===== src/rtl/mem_arb_defs.svh =====
`ifndef MEM_ARB_DEFS_SVH
`define MEM_ARB_DEFS_SVH

// Byte address of a cache line
`define MEM_ADDR_W 32

// One bus beat of the banked memory
`define MEM_BEAT_W 64

`define MEM_BEATS 4

// Full cache line, four beats
`define MEM_LINE_W (`MEM_BEATS * `MEM_BEAT_W)

// Outstanding reads tracked at once
`define PEND_DEPTH 16

`endif


===== src/rtl/mem_arb_pkg.sv =====
`include "mem_arb_defs.svh"

package mem_arb_pkg;

    // A line is moved whole to the caches and beat by beat on the bus
    typedef union packed {
        logic [`MEM_LINE_W-1:0]                flat;
        logic [`MEM_BEATS-1:0][`MEM_BEAT_W-1:0] beats;
    } mem_line_u;

    typedef struct packed {
        logic [`MEM_ADDR_W-1:0] addr;
        logic                   write;
        logic                   prefetch;
        mem_line_u              line;
    } line_req_t;

    typedef struct packed {
        mem_line_u line;
        logic      prefetch;
        logic      write;
    } line_resp_t;

    typedef struct packed {
        logic                   valid;
        logic                   for_data;
        logic                   prefetch;
        logic [`MEM_ADDR_W-1:0] addr;
    } pend_entry_t;

    // inst and data also record who was granted last
    typedef enum logic [1:0] {
        idle,
        inst,
        data,
        wr_burst
    } svc_state_t;

endpackage


===== src/rtl/arb_fsm.sv =====
`timescale 1ns/100ps

module arb_fsm (
    input  logic                    clk,
    input  logic                    rst,
    input  logic                    ireq_valid,
    input  logic                    dreq_valid,
    input  logic                    dreq_write,
    input  logic                    bmem_ready,
    input  logic                    table_full,
    input  logic                    burst_last,
    output logic                    ireq_ready,
    output logic                    dreq_ready,
    output logic                    grant_data,
    output mem_arb_pkg::svc_state_t state
);

    mem_arb_pkg::svc_state_t state_next;
    logic                    inst_ok;
    logic                    data_ok;
    logic                    pick_data;

    always_comb begin
        // Reads need a free table slot, writes only need the bus
        inst_ok = ireq_valid && bmem_ready && !table_full;
        data_ok = dreq_valid && bmem_ready && (dreq_write || !table_full);

        // On contention the side not served last time wins
        pick_data = data_ok && (!inst_ok || state == mem_arb_pkg::inst);

        ireq_ready = 1'b0;
        dreq_ready = 1'b0;
        grant_data = 1'b0;
        state_next = state;

        if (state == mem_arb_pkg::wr_burst) begin
            // Bus stays with the write-back until its last beat
            grant_data = 1'b1;
            if (burst_last) begin
                state_next = mem_arb_pkg::data;
            end
        end else if (pick_data) begin
            grant_data = 1'b1;
            dreq_ready = 1'b1;
            state_next = dreq_write ? mem_arb_pkg::wr_burst : mem_arb_pkg::data;
        end else if (inst_ok) begin
            ireq_ready = 1'b1;
            state_next = mem_arb_pkg::inst;
        end
    end

    always_ff @(posedge clk) begin
        if (rst) begin
            state <= mem_arb_pkg::idle;
        end else begin
            state <= state_next;
        end
    end

endmodule


===== src/rtl/beat_counter.sv =====
`timescale 1ns/100ps

module beat_counter (
    input  logic       clk,
    input  logic       rst,
    input  logic       beat,
    output logic [1:0] count,
    output logic       last
);

    // Four beats per line, so the count wraps on its own
    always_ff @(posedge clk) begin
        if (rst) begin
            count <= 2'd0;
        end else if (beat) begin
            count <= count + 2'd1;
        end
    end

    assign last = beat && (count == 2'd3);

endmodule


===== src/rtl/line_assembler.sv =====
`timescale 1ns/100ps

`include "mem_arb_defs.svh"

module line_assembler (
    input  logic                   clk,
    input  logic                   beat_valid,
    input  logic [1:0]             count,
    input  logic [`MEM_BEAT_W-1:0] rdata,
    output mem_arb_pkg::mem_line_u line
);

    logic [`MEM_BEAT_W-1:0] beat_buf [3];

    // Only beats 0 to 2 are held
    always_ff @(posedge clk) begin
        if (beat_valid && count != 2'd3) begin
            beat_buf[count] <= rdata;
        end
    end

    // The last beat goes straight through from the bus
    always_comb begin
        line.beats[0] = beat_buf[0];
        line.beats[1] = beat_buf[1];
        line.beats[2] = beat_buf[2];
        line.beats[3] = rdata;
    end

endmodule


===== src/rtl/write_serializer.sv =====
`timescale 1ns/100ps

`include "mem_arb_defs.svh"

module write_serializer (
    input  logic                   clk,
    input  logic                   rst,
    input  logic                   load,
    input  mem_arb_pkg::mem_line_u line_in,
    input  logic                   beat,
    output logic [`MEM_BEAT_W-1:0] wdata
);

    logic [`MEM_BEAT_W-1:0] beat_buf [3];
    logic [1:0]             idx;

    // Beat 0 leaves in the load cycle, the rest wait here
    always_ff @(posedge clk) begin
        if (load) begin
            beat_buf[0] <= line_in.beats[1];
            beat_buf[1] <= line_in.beats[2];
            beat_buf[2] <= line_in.beats[3];
        end
    end

    always_ff @(posedge clk) begin
        if (rst) begin
            idx <= 2'd0;
        end else if (load) begin
            idx <= 2'd0;
        end else if (beat) begin
            idx <= (idx == 2'd2) ? 2'd0 : idx + 2'd1;
        end
    end

    assign wdata = load ? line_in.beats[0] : beat_buf[idx];

endmodule


===== src/rtl/pending_table.sv =====
`timescale 1ns/100ps

`include "mem_arb_defs.svh"

module pending_table (
    input  logic                     clk,
    input  logic                     rst,
    input  logic                     alloc,
    input  mem_arb_pkg::pend_entry_t alloc_entry,
    input  logic                     match_valid,
    input  logic [`MEM_ADDR_W-1:0]   match_addr,
    input  mem_arb_pkg::mem_line_u   line,
    output logic                     full,
    output logic                     iresp_valid,
    output logic                     dresp_valid,
    output mem_arb_pkg::line_resp_t  resp
);

    localparam int IDX_W = $clog2(`PEND_DEPTH);

    mem_arb_pkg::pend_entry_t entries [`PEND_DEPTH];
    logic [IDX_W-1:0]         free_idx;
    logic                     free_found;
    logic [IDX_W-1:0]         hit_idx;
    logic                     hit_found;

    // Scanning downward leaves the lowest index in place
    always_comb begin
        free_idx   = '0;
        free_found = 1'b0;
        hit_idx    = '0;
        hit_found  = 1'b0;
        for (int i = `PEND_DEPTH - 1; i >= 0; i--) begin
            if (!entries[i].valid) begin
                free_idx   = IDX_W'(i);
                free_found = 1'b1;
            end
            if (entries[i].valid && entries[i].addr == match_addr) begin
                hit_idx   = IDX_W'(i);
                hit_found = 1'b1;
            end
        end
    end

    assign full = !free_found;

    always_comb begin
        iresp_valid   = match_valid && hit_found && !entries[hit_idx].for_data;
        dresp_valid   = match_valid && hit_found && entries[hit_idx].for_data;
        resp.line     = line;
        resp.prefetch = entries[hit_idx].prefetch;
        resp.write    = 1'b0;
    end

    // A hit entry is valid, so it never collides with the free slot
    always_ff @(posedge clk) begin
        if (rst) begin
            for (int i = 0; i < `PEND_DEPTH; i++) begin
                entries[i] <= '0;
            end
        end else begin
            if (alloc && free_found) begin
                entries[free_idx] <= alloc_entry;
            end
            if (match_valid && hit_found) begin
                entries[hit_idx].valid <= 1'b0;
            end
        end
    end

endmodule


===== src/rtl/mem_arbiter.sv =====
`timescale 1ns/100ps

`include "mem_arb_defs.svh"

module mem_arbiter (
    input  logic                    clk,
    input  logic                    rst,
    input  mem_arb_pkg::line_req_t  ireq,
    input  logic                    ireq_valid,
    output logic                    ireq_ready,
    input  mem_arb_pkg::line_req_t  dreq,
    input  logic                    dreq_valid,
    output logic                    dreq_ready,
    output mem_arb_pkg::line_resp_t iresp,
    output logic                    iresp_valid,
    output mem_arb_pkg::line_resp_t dresp,
    output logic                    dresp_valid,
    output logic [`MEM_ADDR_W-1:0]  bmem_addr,
    output logic                    bmem_read,
    output logic                    bmem_write,
    output logic [`MEM_BEAT_W-1:0]  bmem_wdata,
    input  logic                    bmem_ready,
    input  logic [`MEM_BEAT_W-1:0]  bmem_rdata,
    input  logic [`MEM_ADDR_W-1:0]  bmem_raddr,
    input  logic                    bmem_rvalid
);

    mem_arb_pkg::svc_state_t  state;
    mem_arb_pkg::mem_line_u   rd_line;
    mem_arb_pkg::line_resp_t  tbl_resp;
    mem_arb_pkg::pend_entry_t alloc_entry;
    logic                     grant_data;
    logic                     table_full;
    logic                     tbl_dresp_valid;
    logic [1:0]               rd_count;
    logic                     rd_last;
    logic [1:0]               wr_count;
    logic                     wr_last;
    logic                     wr_beat;
    logic                     in_burst;
    logic                     ack_stall;
    logic [`MEM_ADDR_W-1:0]   wr_addr;

    arb_fsm arb_fsm_i (
        .clk        (clk),
        .rst        (rst),
        .ireq_valid (ireq_valid),
        .dreq_valid (dreq_valid),
        .dreq_write (dreq.write),
        .bmem_ready (bmem_ready),
        .table_full (table_full),
        .burst_last (wr_last),
        .ireq_ready (ireq_ready),
        .dreq_ready (dreq_ready),
        .grant_data (grant_data),
        .state      (state)
    );

    beat_counter rd_counter_i (
        .clk   (clk),
        .rst   (rst),
        .beat  (bmem_rvalid),
        .count (rd_count),
        .last  (rd_last)
    );

    beat_counter wr_counter_i (
        .clk   (clk),
        .rst   (rst),
        .beat  (wr_beat),
        .count (wr_count),
        .last  (wr_last)
    );

    line_assembler line_assembler_i (
        .clk        (clk),
        .beat_valid (bmem_rvalid),
        .count      (rd_count),
        .rdata      (bmem_rdata),
        .line       (rd_line)
    );

    write_serializer write_serializer_i (
        .clk     (clk),
        .rst     (rst),
        .load    (dreq_ready && dreq.write),
        .line_in (dreq.line),
        .beat    (wr_beat),
        .wdata   (bmem_wdata)
    );

    pending_table pending_table_i (
        .clk         (clk),
        .rst         (rst),
        .alloc       (bmem_read && bmem_ready),
        .alloc_entry (alloc_entry),
        .match_valid (rd_last),
        .match_addr  (bmem_raddr),
        .line        (rd_line),
        .full        (table_full),
        .iresp_valid (iresp_valid),
        .dresp_valid (tbl_dresp_valid),
        .resp        (tbl_resp)
    );

    // Requesters may move on after acceptance, so the burst address is kept here
    always_ff @(posedge clk) begin
        if (dreq_ready && dreq.write) begin
            wr_addr <= dreq.addr;
        end
    end

    assign in_burst = (state == mem_arb_pkg::wr_burst);
    assign wr_beat  = bmem_write && bmem_ready;

    // Hold beat 3 back a cycle if a data fill is completing, dresp carries one at a time
    assign ack_stall = in_burst && (wr_count == 2'd3) && tbl_dresp_valid;

    always_comb begin
        bmem_addr  = ireq.addr;
        bmem_read  = 1'b0;
        bmem_write = 1'b0;
        if (in_burst) begin
            bmem_addr  = wr_addr;
            bmem_write = !ack_stall;
        end else if (dreq_ready) begin
            bmem_addr  = dreq.addr;
            bmem_read  = !dreq.write;
            bmem_write = dreq.write;
        end else if (ireq_ready) begin
            bmem_read = 1'b1;
        end
    end

    always_comb begin
        alloc_entry.valid    = 1'b1;
        alloc_entry.for_data = grant_data;
        alloc_entry.prefetch = grant_data ? dreq.prefetch : ireq.prefetch;
        alloc_entry.addr     = bmem_addr;
    end

    assign iresp = tbl_resp;

    // Write acknowledge shares the data response port
    always_comb begin
        dresp = tbl_resp;
        if (wr_last) begin
            dresp.prefetch = 1'b0;
            dresp.write    = 1'b1;
        end
    end

    assign dresp_valid = tbl_dresp_valid || wr_last;

endmodule


===== config.mk =====
export PLATFORM = sky130hd
export DESIGN_NAME = mem_arbiter
export DESIGN_NICKNAME = d
export VERILOG_FILES = /design/src/rtl/mem_arb_pkg.sv /design/src/rtl/arb_fsm.sv /design/src/rtl/beat_counter.sv /design/src/rtl/line_assembler.sv /design/src/rtl/write_serializer.sv /design/src/rtl/pending_table.sv /design/src/rtl/mem_arbiter.sv
export VERILOG_INCLUDE_DIRS = /design/src /design/src/rtl
export SDC_FILE = /design/constraint.sdc
export NUM_CORES = 1
export LEC_CHECK = 0
export BUFFER_PORTS_ARGS = -buffer_cell sky130_fd_sc_hd__buf_2
export CORE_AREA = 3 3 498 500
export CTS_CLUSTER_SIZE = 40
export DETAILED_ROUTE_END_ITERATION = 8
export DIE_AREA = 0 0 501 503
export GPL_TIMING_DRIVEN = 0
export HOLD_SLACK_MARGIN = 0.03
export PLACE_DENSITY = 0.47
export SLEW_MARGIN = 20
export SYNTH_ARGS = -nofsm -noshare
export SYNTH_HDL_FRONTEND = slang
export SYNTH_HIERARCHICAL = 1
export SYNTH_SLANG_ARGS = --single-unit

===== constraint.sdc =====
create_clock -name clk -period 25.7 [get_ports clk]
set_input_delay 0 -clock clk [delete_from_list [all_inputs] [get_ports clk]]
set_output_delay 0 -clock clk [all_outputs]
set_load 0.05 [all_outputs]

==> key figures <==
Yosys
  • Top FF cell, synth: edfxtp_1
  • Synthesized area: 50,100 um2
  • Post-Syn Nets: between 4,000 and 5,000
  • Register area share after synthesis: between 50% and 60%
  • Mapped Cells: between 3,000 and 4,000
  • Top cell type by total area after synthesis: edfxtp_1
  • Avg Inst Size Synth: roughly 13 um2
  • Synth cell types: 74
  • Yosys top cell area share: 57.5%
  • Synth warnings: 6
  • Flops & latches, synth: 986
  • Async S/R FF share, synth: 0%
  • Post-synth EDFFs: between 900 and 1,000
  • Cell with the most instances after synthesis: edfxtp_1
  • Synth top cells by count: edfxtp_1, buf_4, and2_1
  • Largest cells by area after synthesis: edfxtp_1, buf_4, xor2_1, and2_1, nor4_1

Global route
  • Gr usage total: 20.9%
  • Gr ovfl total: 0
  • First-pass GRT wire length: 354,000 um
  • Initial antenna violation count: 56
  • Vias in the first global route: about 38,000
  • Largest net degree at the start of global routing: 52

Placement
  • GPL Wtd Cong: approximately 0.95
  • DP HPWL: about 210,000 um
  • PortBufs: 1,009
  • Post-DP Area: roughly 60,000 um2
  • Pre-CTS WS: 18.01 ns
  • Placed instance count: slightly above 8,000

Routing
  • Vias/cell: ~4.3
  • Post-route ant nets: 0
  • DR WL/cell: a little over 30 um
  • First-iteration detailed-routing DRC count: roughly 3,400
  • DRT Pass-1 Iters: 6
  • Vias post-DR: 38,291
  • Post-Route WL: approximately 280,000 um
  • Remaining DRCs: 0

Setup path
  • Worst path depth: 18
  • Buf/Inv on CP: 3
  • Crit path DAT: about 7.4 ns
  • R2r setup slk: 18.96 ns
  • CP max stage cell: clkbuf_1
  • Worst Setup EP: dresp_valid
  • Reg-to-Reg Start: pending_table_i/entries[14][13]
  • Worst Setup SP: bmem_raddr[9]
  • Startpoint Class: input port
  • R2r endpoint: arb_fsm_i/state[0]
  • Reg2Reg Depth: 17
  • Crit. End Element: primary output
  • Worst path top cell family by delay: simple AND/OR/NAND/NOR gates
  • Critical path, cell by cell: clkbuf_1 -> buf_2 -> xor2_1 -> nor4_1 -> nand4b_1 -> nor4_1 -> nand2b_1 -> a311oi_1 -> o41ai_4 -> nand2b_1 -> a2111oi_0 -> a221oi_2 -> and3b_1 -> and3_1 -> a211oi_2 -> and2_2 -> or2_2 -> buf_2
  • CP Max Fanout: 10
  • Setup CP Type: in2out
  • CP peak stage delay: ~0.82 ns
  • Required @ worst endpoint: ~26 ns

STA
  • Maximum clock rate: about 0.13 GHz
  • Tightest Pin Transition: about 1.3 ns
  • Final Hold Viols: 0
  • Final setup fails: 0
  • RSZ-0062 raised after global routing: false
  • Min cycle time layout: 7.41 ns
  • Slew Limit Fails: 0
  • Period utilization: about 29%
  • Skew final: 0.0891 ns
  • Hold slack: between 0.07 and 0.08 ns
  • Setup TNS Final: 0 ns
  • Relative slew slack: 15.3%
  • Final setup margin: approximately 18 ns

CTS
  • Sink Count: roughly 990
  • CTS root buf: clkbuf_16
  • CTS tree: built
  • CTS resizes: 0
  • Clock latency at the later pin of the worst-skew pair: 0.82 ns
  • Maximum clock path buffer count: 3
  • # hold bufs at CTS: between 500 and 600
  • Post-CTS Setup Inserts: 0
  • Clk slew on worst S/H paths: ~0.06 ns
  • TritonCTS Buffers: roughly 120
  • H-tree Lvls: 3

Die
  • Rows: roughly 180
  • IO Pins: 1,300
  • Die Ht: 503 um
  • Die area: 252,000 um2
  • Initial Utilization: between 20% and 30%
  • Chip Width: about 500 um
  • Core ar.: about 240,000 um2

Run status
  • Status: finished, final reports clean

Worst hold path
  • HP Class: in2reg

Layout
  • Share of cells above drive strength 1: between 30% and 40%
  • Non-Filler Instances: 8,969
  • Fin nets: around 6,300
  • Synth-to-Final Area Change: 39.3%
  • Fin area: approximately 70,000 um2

Power and ir drop
  • PwrDens: about 63 nW/um2
  • Peak VDD IR: approximately 0.000062 V
  • Leakage: 27.1 nW

Run
  • Max-Cap Viols: 0
## state kept, by name (all words and copies together), names as in the netlist, named ones only
register / count
arb_fsm_i/state: 2
write_serializer_i/beat_buf: 192
pending_table_i/entries: 560
wr_counter_i/count: 2
line_assembler_i/beat_buf: 192
write_serializer_i/idx: 2
rd_counter_i/count: 2
wr_addr: 32
## layer usage
layer	GRT usage, %	vias to the layer above	part of all wire, %
li1	-	16796	-
met1	22.4	19149	35
met2	36.7	1896	50
met3	5.75	444	8.7
met4	12.4	6	6.8
met5	0	-	0.013
## through the flow
step / util [%] / power, mW
after floorplan: - / 2.32
after global placement: 24.3 / 2.65
after detailed placement: 24.7 / 2.67
after CTS: 28.6 / 4.48
after global routing: 28.7 / 4.57
final: 28.7 / 4.43
## final cells by class
type                            count  area, um2
Inverter                           19       71.3
Clock buffer                      143       3110
Fill cell                       25154     174000
Buffer                            814       5670
Clock inverter                     78        767
Sequential cell                   986      29300
Multi-Input combinational cell   2084      15300
Timing Repair Buffer             1618      11500
Antenna cell                       25       62.6
Tap cell                         3202       4010
## power by group
group	switching, mW	internal [mW]
logic	0.590	0.261
registers	0.0261	1.83
clock network	0.758	0.964
## how the worst min path moves through the flow
| stage | slack (ns) | from | to | cells after the start |
|---|---|---|---|---|
| 2_1_floorplan | 0.07 | rst | rd_counter_i/count[0] | 1 |
| 3_3_place_gp | 0.18 | dreq[219] | write_serializer_i/beat_buf[2][27] | 1 |
| 3_5_place_dp | 0.18 | dreq[219] | write_serializer_i/beat_buf[2][27] | 1 |
| 4_1_cts | 0.03 | dreq[65] | write_serializer_i/beat_buf[0][1] | 2 |
| 5_1_grt | 0.05 | dreq[65] | write_serializer_i/beat_buf[0][1] | 2 |
| 6_report | 0.07 | dreq[65] | write_serializer_i/beat_buf[0][1] | 2 |
## cell families after synthesis
logic type	Yosys count	synth area share, %
multiplexers	113	2.26
XOR/XNOR	511	8.93
buffers and inverters	833	11.4
flip-flops	986	58.6
AND/OR/NAND/NOR	1264	15.5
other	2	0.0150
adder cells (fa/ha/maj)	2	0.0499
AO/OA/AOI/OAI	192	3.27
## worst reg2reg max path, stage by stage, from the launching register on
cell and delay, ns:
edfxtp_1 0.37, xor2_1 0.17, nor4_1 0.38, nand4b_1 0.13, nor4_1 0.83, nand2b_1 0.23
a311oi_1 0.18, o41ai_4 0.82, nand2b_1 0.14, a2111oi_0 0.68, a221oi_2 0.17, and3b_1 0.43
and3_1 0.27, a211oi_2 0.61, and2_2 0.35, a31oi_1 0.10, o311a_1 0.15, dlygate4sd3_1 0.56
## layout by cell type, fill, tap and decap left out, drive strengths merged, types with 26 or more instances in the layout
| cell | Yosys | routed |
|---|---|---|
| dfxtp | 26 | 26 |
| nor3 | 37 | 37 |
| mux2i | 111 | 111 |
| nor2b | 79 | 79 |
| nor2 | 48 | 48 |
| nand2 | 52 | 52 |
| buf | 682 | 1726 |
| a211oi | 69 | 69 |
| nor4 | 182 | 182 |
| a21oi | 34 | 34 |
| and2 | 551 | 551 |
| xor2 | 425 | 425 |
| nand4 | 53 | 53 |
| edfxtp | 960 | 960 |
| o21ai | 44 | 44 |
| dlygate4sd3 | 0 | 574 |
| nor3b | 68 | 68 |
| clkinv | 0 | 58 |
| clkbuf | 132 | 275 |
| nand3 | 75 | 75 |
| xnor2 | 86 | 86 |
Note: power is estimated with default switching activity, not from simulation.
